===== config.mk =====
export PLATFORM = sky130hd
export DESIGN_NAME = fetch_top
export DESIGN_NICKNAME = d
export VERILOG_FILES = /design/src/hw/fetch_pkg.sv /design/src/hw/fetch_pc.sv /design/src/hw/fetch_top.sv /design/src/hw/if_stage.sv
export SDC_FILE = /design/constraint.sdc
export NUM_CORES = 1
export LEC_CHECK = 0
export BUFFER_PORTS_ARGS = -buffer_cell sky130_fd_sc_hd__buf_2
export CORE_MARGIN = 2
export CORE_UTILIZATION = 50
export CTS_CLUSTER_DIAMETER = 40
export DETAILED_ROUTE_END_ITERATION = 10
export GPL_TIMING_DRIVEN = 0
export PLACE_DENSITY = 0.81
export SETUP_SLACK_MARGIN = 0.3
export SKIP_CTS_REPAIR_TIMING = 1
export SYNTH_ARGS = -nofsm -noshare
export SYNTH_HDL_FRONTEND = slang
export SYNTH_HIERARCHICAL = 1
export SYNTH_SLANG_ARGS = --single-unit
export TNS_END_PERCENT = 100

===== constraint.sdc =====
create_clock -name clk -period 2.3 [get_ports clk]
set_input_delay 0.115 -clock clk [delete_from_list [all_inputs] [get_ports clk]]
set_output_delay 0.115 -clock clk [all_outputs]
set_load 0.005 [all_outputs]

===== src/hw/fetch_pkg.sv =====
////////////////////////////////////////////////////////////
// Fetch subsystem shared types and constants
////////////////////////////////////////////////////////////

`default_nettype none

package fetch_pkg;

	// First fetch address after reset
	localparam logic [31:0] RESET_PC = 32'h0000_0100;

	// Sequential fetch step, one word
	localparam logic [31:0] PC_STEP = 32'd4;

	// Killed or replaced slot
	localparam logic [31:0] NOP_INSN = {6'b000101, 26'h041_0000};

	// Stall filler while the cache has not answered
	localparam logic [31:0] NOP_EMPTY = {6'b000101, 26'h061_0000};

	// Error tags from the instruction cache
	typedef enum logic [3:0] {
		ITAG_NONE = 4'h0,
		ITAG_BE   = 4'hb,
		ITAG_PE   = 4'hc,
		ITAG_TE   = 4'hd
	} itag_e;

	// Fetch exceptions handed to decode
	typedef enum logic [1:0] {
		EXC_NONE       = 2'd0,
		EXC_ITLB_MISS  = 2'd1,
		EXC_IMMU_FAULT = 2'd2,
		EXC_IBUS_ERR   = 2'd3
	} exc_e;

	// Request toward the cache
	typedef struct packed {
		logic        valid;
		logic [31:0] addr;
	} icpu_req_t;

	// Response from the cache, valid only with ack or err
	typedef struct packed {
		logic        ack;
		logic        err;
		logic [31:0] data;
		itag_e       tag;
	} icpu_rsp_t;

	// Fetch stage result toward decode
	typedef struct packed {
		logic [31:0] insn;
		logic [31:0] pc;
		exc_e        exc;
	} if_out_t;

endpackage

`default_nettype wire


===== src/hw/fetch_pc.sv =====
////////////////////////////////////////////////////////////
// Fetch program counter generator
////////////////////////////////////////////////////////////

`timescale 1ns/1ps
`default_nettype none

module fetch_pc (
	input  wire                  clk,
	input  wire                  rst_n_i,
	// Pipeline control
	input  wire                  freeze_i,
	input  wire                  flush_i,
	input  wire [31:0]           flush_pc_i,
	// Back from the fetch stage
	input  wire                  if_stall_i,
	// Cache request
	output fetch_pkg::icpu_req_t icpu_req_o
);

	////////////////////////////////////////////////////////////
	// Control
	////////////////////////////////////////////////////////////

	// Stage moves on when not frozen and a response is at hand
	logic        advance;
	// Fetch address register and its next value
	logic [31:0] addr_q;
	logic [31:0] addr_d;
	// Request valid, low only through reset
	logic        valid_q;

	assign advance = !freeze_i && !if_stall_i;

	////////////////////////////////////////////////////////////
	// Next address
	////////////////////////////////////////////////////////////

	always_comb begin
		// Hold by default, address stays stable for the cache
		addr_d = addr_q;
		if (flush_i) begin
			// Redirect wins over everything else
			addr_d = {flush_pc_i[31:2], 2'b00};
		end else if (advance) begin
			// Sequential step
			addr_d = addr_q + fetch_pkg::PC_STEP;
		end
	end

	////////////////////////////////////////////////////////////
	// Registers
	////////////////////////////////////////////////////////////

	// Address loads the boot vector in reset
	always_ff @(posedge clk) begin
		if (!rst_n_i) begin
			addr_q <= fetch_pkg::RESET_PC;
		end else begin
			addr_q <= addr_d;
		end
	end

	// Valid rises on the first cycle out of reset and then stays
	always_ff @(posedge clk) begin
		if (!rst_n_i) begin
			valid_q <= 1'b0;
		end else begin
			valid_q <= 1'b1;
		end
	end

	////////////////////////////////////////////////////////////
	// Request out
	////////////////////////////////////////////////////////////

	// Low two bits forced to zero, word fetch only
	assign icpu_req_o.valid = valid_q;
	assign icpu_req_o.addr  = {addr_q[31:2], 2'b00};

endmodule

`default_nettype wire


===== src/hw/fetch_top.sv =====
////////////////////////////////////////////////////////////
// Fetch subsystem top level
////////////////////////////////////////////////////////////

`timescale 1ns/1ps
`default_nettype none

module fetch_top (
	input  wire                  clk,
	input  wire                  rst_n_i,
	// Instruction cache port
	output fetch_pkg::icpu_req_t icpu_req_o,
	input  fetch_pkg::icpu_rsp_t icpu_rsp_i,
	// Pipeline control
	input  wire                  freeze_i,
	input  wire                  flush_i,
	input  wire [31:0]           flush_pc_i,
	input  wire                  no_more_dslot_i,
	input  wire                  rfe_i,
	// Toward decode
	output fetch_pkg::if_out_t   if_out_o,
	output logic                 if_stall_o
);

	////////////////////////////////////////////////////////////
	// Internal nets
	////////////////////////////////////////////////////////////

	// Request shared by the cache and the fetch stage
	fetch_pkg::icpu_req_t icpu_req;
	// Stall fed back to the PC generator
	logic                 if_stall;

	assign icpu_req_o = icpu_req;
	assign if_stall_o = if_stall;

	////////////////////////////////////////////////////////////
	// PC generator
	////////////////////////////////////////////////////////////

	fetch_pc u_fetch_pc (
		.clk        (clk),
		.rst_n_i    (rst_n_i),
		.freeze_i   (freeze_i),
		.flush_i    (flush_i),
		.flush_pc_i (flush_pc_i),
		.if_stall_i (if_stall),
		.icpu_req_o (icpu_req)
	);

	////////////////////////////////////////////////////////////
	// Fetch stage
	////////////////////////////////////////////////////////////

	// Consumes the cache answer for the current request
	if_stage u_if_stage (
		.clk             (clk),
		.rst_n_i         (rst_n_i),
		.req_i           (icpu_req),
		.rsp_i           (icpu_rsp_i),
		.freeze_i        (freeze_i),
		.flush_i         (flush_i),
		.no_more_dslot_i (no_more_dslot_i),
		.rfe_i           (rfe_i),
		.if_out_o        (if_out_o),
		.if_stall_o      (if_stall)
	);

endmodule

`default_nettype wire


===== src/hw/if_stage.sv =====
////////////////////////////////////////////////////////////
// Instruction fetch stage
////////////////////////////////////////////////////////////

`timescale 1ns/1ps
`default_nettype none

module if_stage (
	input  wire                  clk,
	input  wire                  rst_n_i,
	// Current fetch request
	input  fetch_pkg::icpu_req_t req_i,
	// Cache response
	input  fetch_pkg::icpu_rsp_t rsp_i,
	// Pipeline control
	input  wire                  freeze_i,
	input  wire                  flush_i,
	input  wire                  no_more_dslot_i,
	input  wire                  rfe_i,
	// Toward decode
	output fetch_pkg::if_out_t   if_out_o,
	output logic                 if_stall_o
);

	// Tag to exception, only meaningful on err
	function automatic fetch_pkg::exc_e tag_to_exc(input fetch_pkg::itag_e tag);
		fetch_pkg::exc_e exc;
		case (tag)
			fetch_pkg::ITAG_TE: exc = fetch_pkg::EXC_ITLB_MISS;
			fetch_pkg::ITAG_PE: exc = fetch_pkg::EXC_IMMU_FAULT;
			fetch_pkg::ITAG_BE: exc = fetch_pkg::EXC_IBUS_ERR;
			default:            exc = fetch_pkg::EXC_NONE;
		endcase
		return exc;
	endfunction

	////////////////////////////////////////////////////////////
	// Response decode
	////////////////////////////////////////////////////////////

	// Any answer from the cache this cycle
	logic            rsp_vld;
	// Exception carried by the live response
	fetch_pkg::exc_e live_exc;
	// Bypass state and its live view
	logic            bypass_q;
	logic            bypass;
	// Saved entry
	logic            saved_q;
	logic            save_insn;
	logic [31:0]     insn_saved_q;
	logic [31:0]     pc_saved_q;
	fetch_pkg::exc_e exc_saved_q;
	// Aligned request address
	logic [31:0]     req_pc;

	assign rsp_vld  = rsp_i.ack || rsp_i.err;
	assign live_exc = rsp_i.err ? tag_to_exc(rsp_i.tag) : fetch_pkg::EXC_NONE;
	assign req_pc   = {req_i.addr[31:2], 2'b00};

	// First answer seen while frozen gets captured
	assign save_insn = rsp_vld && freeze_i && !saved_q;

	////////////////////////////////////////////////////////////
	// Bypass flag
	////////////////////////////////////////////////////////////

	// Flush opens the window right away
	assign bypass = bypass_q || flush_i;

	// Set by flush, dropped by the first answer after it
	always_ff @(posedge clk) begin
		if (!rst_n_i) begin
			bypass_q <= 1'b0;
		end else if (flush_i) begin
			bypass_q <= 1'b1;
		end else if (rsp_vld) begin
			bypass_q <= 1'b0;
		end
	end

	////////////////////////////////////////////////////////////
	// Saved entry
	////////////////////////////////////////////////////////////

	// Saved flag, cleared on flush or once unfrozen
	always_ff @(posedge clk) begin
		if (!rst_n_i) begin
			saved_q <= 1'b0;
		end else if (flush_i) begin
			saved_q <= 1'b0;
		end else if (save_insn) begin
			saved_q <= 1'b1;
		end else if (!freeze_i) begin
			saved_q <= 1'b0;
		end
	end

	// Payload, empties back to a NOP slot
	always_ff @(posedge clk) begin
		if (flush_i || (!save_insn && !freeze_i)) begin
			insn_saved_q <= fetch_pkg::NOP_INSN;
			pc_saved_q   <= req_pc;
			exc_saved_q  <= fetch_pkg::EXC_NONE;
		end else if (save_insn) begin
			// Errored or bypassed answers never carry real code
			insn_saved_q <= (rsp_i.err || bypass) ? fetch_pkg::NOP_INSN : rsp_i.data;
			pc_saved_q   <= req_pc;
			exc_saved_q  <= live_exc;
		end
	end

	////////////////////////////////////////////////////////////
	// Output select
	////////////////////////////////////////////////////////////

	always_comb begin
		// Instruction, kill cases first
		if (no_more_dslot_i || rfe_i || bypass) begin
			if_out_o.insn = fetch_pkg::NOP_INSN;
		end else if (saved_q) begin
			if_out_o.insn = insn_saved_q;
		end else if (rsp_i.ack) begin
			if_out_o.insn = rsp_i.data;
		end else if (rsp_i.err) begin
			if_out_o.insn = fetch_pkg::NOP_INSN;
		end else begin
			if_out_o.insn = fetch_pkg::NOP_EMPTY;
		end

		// Address of the slot shown
		if_out_o.pc = saved_q ? pc_saved_q : req_pc;

		// Exception, never raised in a killed delay slot
		if (no_more_dslot_i) begin
			if_out_o.exc = fetch_pkg::EXC_NONE;
		end else if (saved_q) begin
			if_out_o.exc = exc_saved_q;
		end else begin
			if_out_o.exc = live_exc;
		end
	end

	// Nothing to hand over yet
	assign if_stall_o = !rsp_vld && !saved_q;

endmodule

`default_nettype wire


Yosys cells after proc, flatten, opt, wreduce, memory -nomap -nowiden
Cells that the tools add are included.

Bitwise operators: 1. Muxes and demuxes: 19. Reductions and logical operators: 20. Add/sub/neg operators: 1. Eq/ne operators: 4.

Operators with widths (number): $mux W32 (9); $add A32 B3 Y32 const B (1); $mux W22 (1); $eq A4 B4 Y1 const B (3); $logic_or A1 B1 Y1 (6); $mux W2 (3); $pmux W2 S3 (1); $reduce_bool A2 Y1 (3); $logic_and A1 B1 Y1 (5); $logic_not A1 Y1 (5); $mux W1 (5); $ne A2 B1 Y1 const B (1); $reduce_or A2 Y1 (1); $not A1 Y1 (1).

Output and inout bits: 100. Word-level logic and storage cells: 53. Bits in registers: 99. Bits of input ports: 76.

Logic depth before layout (Yosys ltp)
Depth in word-level cells: 7. Mapped depth: 8. Gate-level depth less buffers: 5.

Hierarchy
Netlist, hierarchy kept.

Modules (own cells, without submodules): if_stage (area each 2960.3 um^2, seq. area each 1621.6 um^2, cells an instance 251, times used 1); fetch_pc (area each 1863.0 um^2, seq. area each 620.6 um^2, cells an instance 221, times used 1).

Worst setup path before layout
No wires, ideal clock.

Path kind: flip-flop to flip-flop. From: register u_if_stage.saved_q. To: register u_fetch_pc.addr_q[27]. Slack: 0.120 ns. Setup time: 0.123 ns. Clock period less this slack: 2.180 ns. Arrival time: 2.056 ns. Required time: 2.177 ns. Cell stages (with the launch flop): 9. Buffers on the path: 3. Cell sequence: dfxtp_1 > buf_6 > clkbuf_1 > nor3_1 > and4bb_2 > buf_4 > and4_1 > a311oi_1 > nor3_1.

Word-level cells in the longest chain between the ends: 5.

RTL lines: start: declaration (RTL line if_stage.sv:49) `logic saved_q;`; start signal: assignment (RTL line if_stage.sv:89) `saved_q <= 1'b0;`; start signal: assignment (RTL line if_stage.sv:91) `saved_q <= 1'b0;`; start signal: assignment (RTL line if_stage.sv:93) `saved_q <= 1'b1;`; $logic_not A1 Y1 (RTL line if_stage.sv:145) `assign if_stall_o = !rsp_vld && !saved_q;`; $logic_and A1 B1 Y1 (RTL line if_stage.sv:145); via if_stall_o (RTL line fetch_top.sv:22) `output logic if_stall_o`; $logic_not A1 Y1 (RTL line fetch_pc.sv:33) `assign advance = !freeze_i && !if_stall_i;`; $logic_and A1 B1 Y1 (RTL line fetch_pc.sv:33); $reduce_bool A2 Y1 (no source line); end signal: assignment (RTL line fetch_pc.sv:58) `addr_q <= fetch_pkg::RESET_PC;`; end signal: assignment (RTL line fetch_pc.sv:60) `addr_q <= addr_d;`; end: declaration (RTL line fetch_pc.sv:28) `logic [31:0] addr_q;`.

The timed path passes the listed nets, and every way through them passes these cells. A chain may end at the register's enable or synchronous reset.

Final worst setup path
From: register u_if_stage.saved_q. To: register u_fetch_pc.addr_q[27].

Word-level cells in the longest chain between the ends: 5.

RTL lines (RTL line): $logic_not A1 Y1 (if_stage.sv:145); $logic_and A1 B1 Y1 (if_stage.sv:145); $logic_not A1 Y1 (fetch_pc.sv:33); $logic_and A1 B1 Y1 (fetch_pc.sv:33); $reduce_bool A2 Y1 (no source line).

Every way passes these cells.

==> flow_summary_export.csv <==
group,metric,value,unit
global_routing,grt_first_pass_wirelength,20100,um
clocking,cts-root-buf,"clkbuf_8",
global_routing,grt_overflow_total,0,
setup_path,arrival,2.18,ns
setup_path,timing.rr.end,"u_fetch_pc/addr_q[27]$_SDFFE_PN0P_",
floorplan,chipHeight,102,um
yosys,syn_avg_cell_area,10.2,sq um
floorplan,dieWidth,102,um
finish,nFillCells,741,
yosys,async_flop_share,0,%
finish,final_cells,822,
min_path,min_path_type,"primary input to flop",
drt,drtIter0Drc,268,
finish,final_common_cell,"buf_2",
clocking,cts.sinks,97,
floorplan,fp.dieArea,0.0104,sq mm
drt,drt_first_pass_iters,5,
run,drv_cap,0,
placement,hpwlAfterDp,9410,um
setup_path,end_kind,"flop",
drt,drc_errors,0,
pwr,leakagePower,2.79,nW
timing,maxSlewViolCount,0,
yosys,synth_cell_types,64,
yosys,ys_ff_latch,97,
min_path,whs_path_depth,2,
timing,holdWs,-0.00503,ns
drt,wl,13300,um
clocking,cts_buffers,9,
finish,post-route-util,68.6,%
status,violations,"negative hold slack",
yosys,synth_edf_count,30,
clocking,cts_tree,"done",
finish,mostFrequentLayoutCells,"buf_2, dfxtp_1, nor2_1",
floorplan,initial_core_util,52.0,%
floorplan,core_area,0.00928,sq mm
min_path,hp-start,"icpu_rsp_i[12]",
setup_path,cp-start-kind,"flop",
drt,drtAntennaViolNets,0,
timing,max_freq,0.519,GHz
clocking,htree_levels,3,
timing,grt_setup_unrepaired,"no",
global_routing,grt.total_usage,24.1,%
finish,multi_input_area,0.00236,sq mm
yosys,syn_area,0.00482,sq mm
setup_path,worstPathRequired,2.55,ns
finish,antenna_cells,0,
clocking,clk_pin_slew,0.10,ns
placement,gp_congestion,0.854,
clocking,worstSkewPairLatency,0.36,ns
setup_path,reg2reg_depth,8,
finish,postLayoutCellArea,0.00637,sq mm
finish,drive_above_1_share,38.5,%
drt,via_count,4657,
pwr,ir_worst_vdd,0.000369,V
yosys,ys.flop_type,"dfxtp_1",
setup_path,reg2reg_slack,0.37,ns
yosys,ys_seq_area_share,46.5,%
timing,finClkSkew,0.0100,ns
timing,slew-limit-headroom,48.0,%
pwr,power,0.00350,W
status,status,"complete, but fails checks",
finish,regArea,0.00224,sq mm
global_routing,grt_max_degree,35,
placement,port_buffers,169,
yosys,ys_warn_count,6,
setup_path,path_max_fanout,10,
finish,nets,765,
drt,wl_per_cell,16.2,um
setup_path,crit_type,"flop to flop",
setup_path,r2r_start,"u_if_stage/saved_q$_SDFFE_PP0P_",
global_routing,grt_antenna_before_repair,0,
placement,dp_cells,772,
placement,postPlaceCellArea,0.00584,sq mm
drt,vias_per_cell,5.67,
min_path,min_to,"u_if_stage/insn_saved_q[8]$_SDFFE_PP0P_",
timing,finalCriticalPeriod,1.93,ns
yosys,synthCells,472,
clocking,clk_path_buf_depth,2,
pwr,power_density,549,mW/mm^2
timing,tightestPinTransition,0.778,ns
timing,hold_viol_final,3,
floorplan,io_pins,176,
timing,fin_crit_sh,83.8,%
timing,setup_viol,0,
floorplan,row_count,35,
finish,syn_to_final_growth,32.1,%
global_routing,grt_pass1_vias,4108,
==> flip-flops by register name (all words and copies together), names as in the netlist <==
register,flops
u_fetch_pc/addr_q,30
u_fetch_pc/valid_q,1
u_if_stage/bypass_q,1
u_if_stage/exc_saved_q,2
u_if_stage/insn_saved_q,32
u_if_stage/pc_saved_q,30
u_if_stage/saved_q,1
==> synth_stat cells, types with 2 or more instances <==
cell / n / area (sq um)
dfxtp_1: 67 / 1340
nor2_1: 37 / 139
edfxtp_1: 30 / 901
mux2_2: 30 / 338
a22o_1: 27 / 236
a22oi_1: 26 / 195
o21ai_0: 25 / 125
nand2_1: 20 / 75.1
clkbuf_1: 17 / 63.8
a21oi_1: 16 / 80.1
nand3_1: 11 / 55.1
nand4_1: 10 / 62.6
a31oi_1: 9 / 56.3
buf_2: 8 / 40.0
o31ai_1: 8 / 60.1
or4_1: 8 / 60.1
nor2b_1: 7 / 43.8
nor3_1: 7 / 35.0
xnor2_1: 7 / 61.3
and3_1: 6 / 37.5
and4_1: 6 / 52.6
buf_4: 6 / 45.0
xor2_1: 6 / 52.6
a311oi_1: 5 / 43.8
and2_1: 5 / 31.3
buf_6: 5 / 56.3
nand2b_1: 5 / 31.3
inv_1: 4 / 15.0
o211a_1: 4 / 40.0
o22a_1: 4 / 35.0
o22ai_1: 4 / 25.0
nor3b_1: 3 / 22.5
nor4_1: 3 / 18.8
and3b_1: 2 / 17.5
buf_8: 2 / 30.0
conb_1: 2 / 7.51
mux2i_1: 2 / 20.0
nand3_4: 2 / 35.0
==> how the worst max path moves through the flow <==
stage / start / endpoint / slack, ns / cells past startpoint
finish: u_if_stage/saved_q$_SDFFE_PP0P_ / u_fetch_pc/addr_q[27]$_SDFFE_PN0P_ / 0.37 / 8
global route: u_if_stage/saved_q$_SDFFE_PP0P_ / u_fetch_pc/addr_q[26]$_SDFFE_PN0P_ / 0.29 / 8
CTS: u_if_stage/saved_q$_SDFFE_PP0P_ / u_fetch_pc/addr_q[24]$_SDFFE_PN0P_ / -0.07 / 7
detailed placement: u_if_stage/saved_q$_SDFFE_PP0P_ / u_fetch_pc/addr_q[24]$_SDFFE_PN0P_ / -0.04 / 7
global placement: u_if_stage/saved_q$_SDFFE_PP0P_ / u_fetch_pc/addr_q[24]$_SDFFE_PN0P_ / -0.02 / 7
floorplan: u_if_stage/saved_q$_SDFFE_PP0P_ / u_fetch_pc/addr_q[27]$_SDFFE_PN0P_ / 0.32 / 8
==> worst max-delay path, cell delays in order (launching register included) <==
cell      delay [ns]
dfxtp_2         0.33
buf_6           0.12
buf_6           0.14
nor3_4          0.27
and4bb_2        0.28
buf_6           0.13
and4_1          0.22
a311oi_2        0.26
nor3_1          0.07
==> where the power goes <==
group	switching (W)	leakage [nW]	total (W)	internal (W)
clock network	0.000611	0.0903	0.00104	0.000426
registers	0.0000853	0.889	0.00195	0.00186
logic	0.000246	1.82	0.000516	0.000271
==> per-stage QoR <==
step                worst slack [ns]  setup TNS (ns)
finish                         0.373               0
global route                   0.293               0
CTS                          -0.0661          -0.154
detailed placement           -0.0399         -0.0485
global placement             -0.0250         -0.0299
floorplan                      0.316               0
==> area by class of cell <==
type                    count  area share (%)
clock inverters             6           0.668
repair buffers            203            18.1
plain buffers              38            3.89
multi-input cells         334            37.1
flip-flops and latches     97            35.2
clock buffers              10            2.16
well taps                 129            2.53
inverters                   5           0.295
==> logic make-up after synthesis <==
| kind of cell | after synthesis | synth area share (%) |
|---|---|---|
| other cells | 2 | 0.156 |
| mux | 32 | 7.42 |
| flops | 97 | 46.5 |
| simple gates | 147 | 17.9 |
| xor+xnor | 13 | 2.36 |
| buf+inv | 43 | 5.27 |
| fa+ha+maj | 1 | 0.259 |
| compound gates | 137 | 20.2 |
==> metal layers <==
layer | vias to the layer above | global-route usage (%) | wire length (um)
li1 | 2233 | - | -
met1 | 2214 | 31.2 | 5720
met2 | 198 | 41.2 | 6450
met3 | 12 | 5.13 | 1060
met4 | 0 | 6.15 | 112
met5 | - | 0 | 0
No activity file was read; power rests on OpenSTA's default activity.
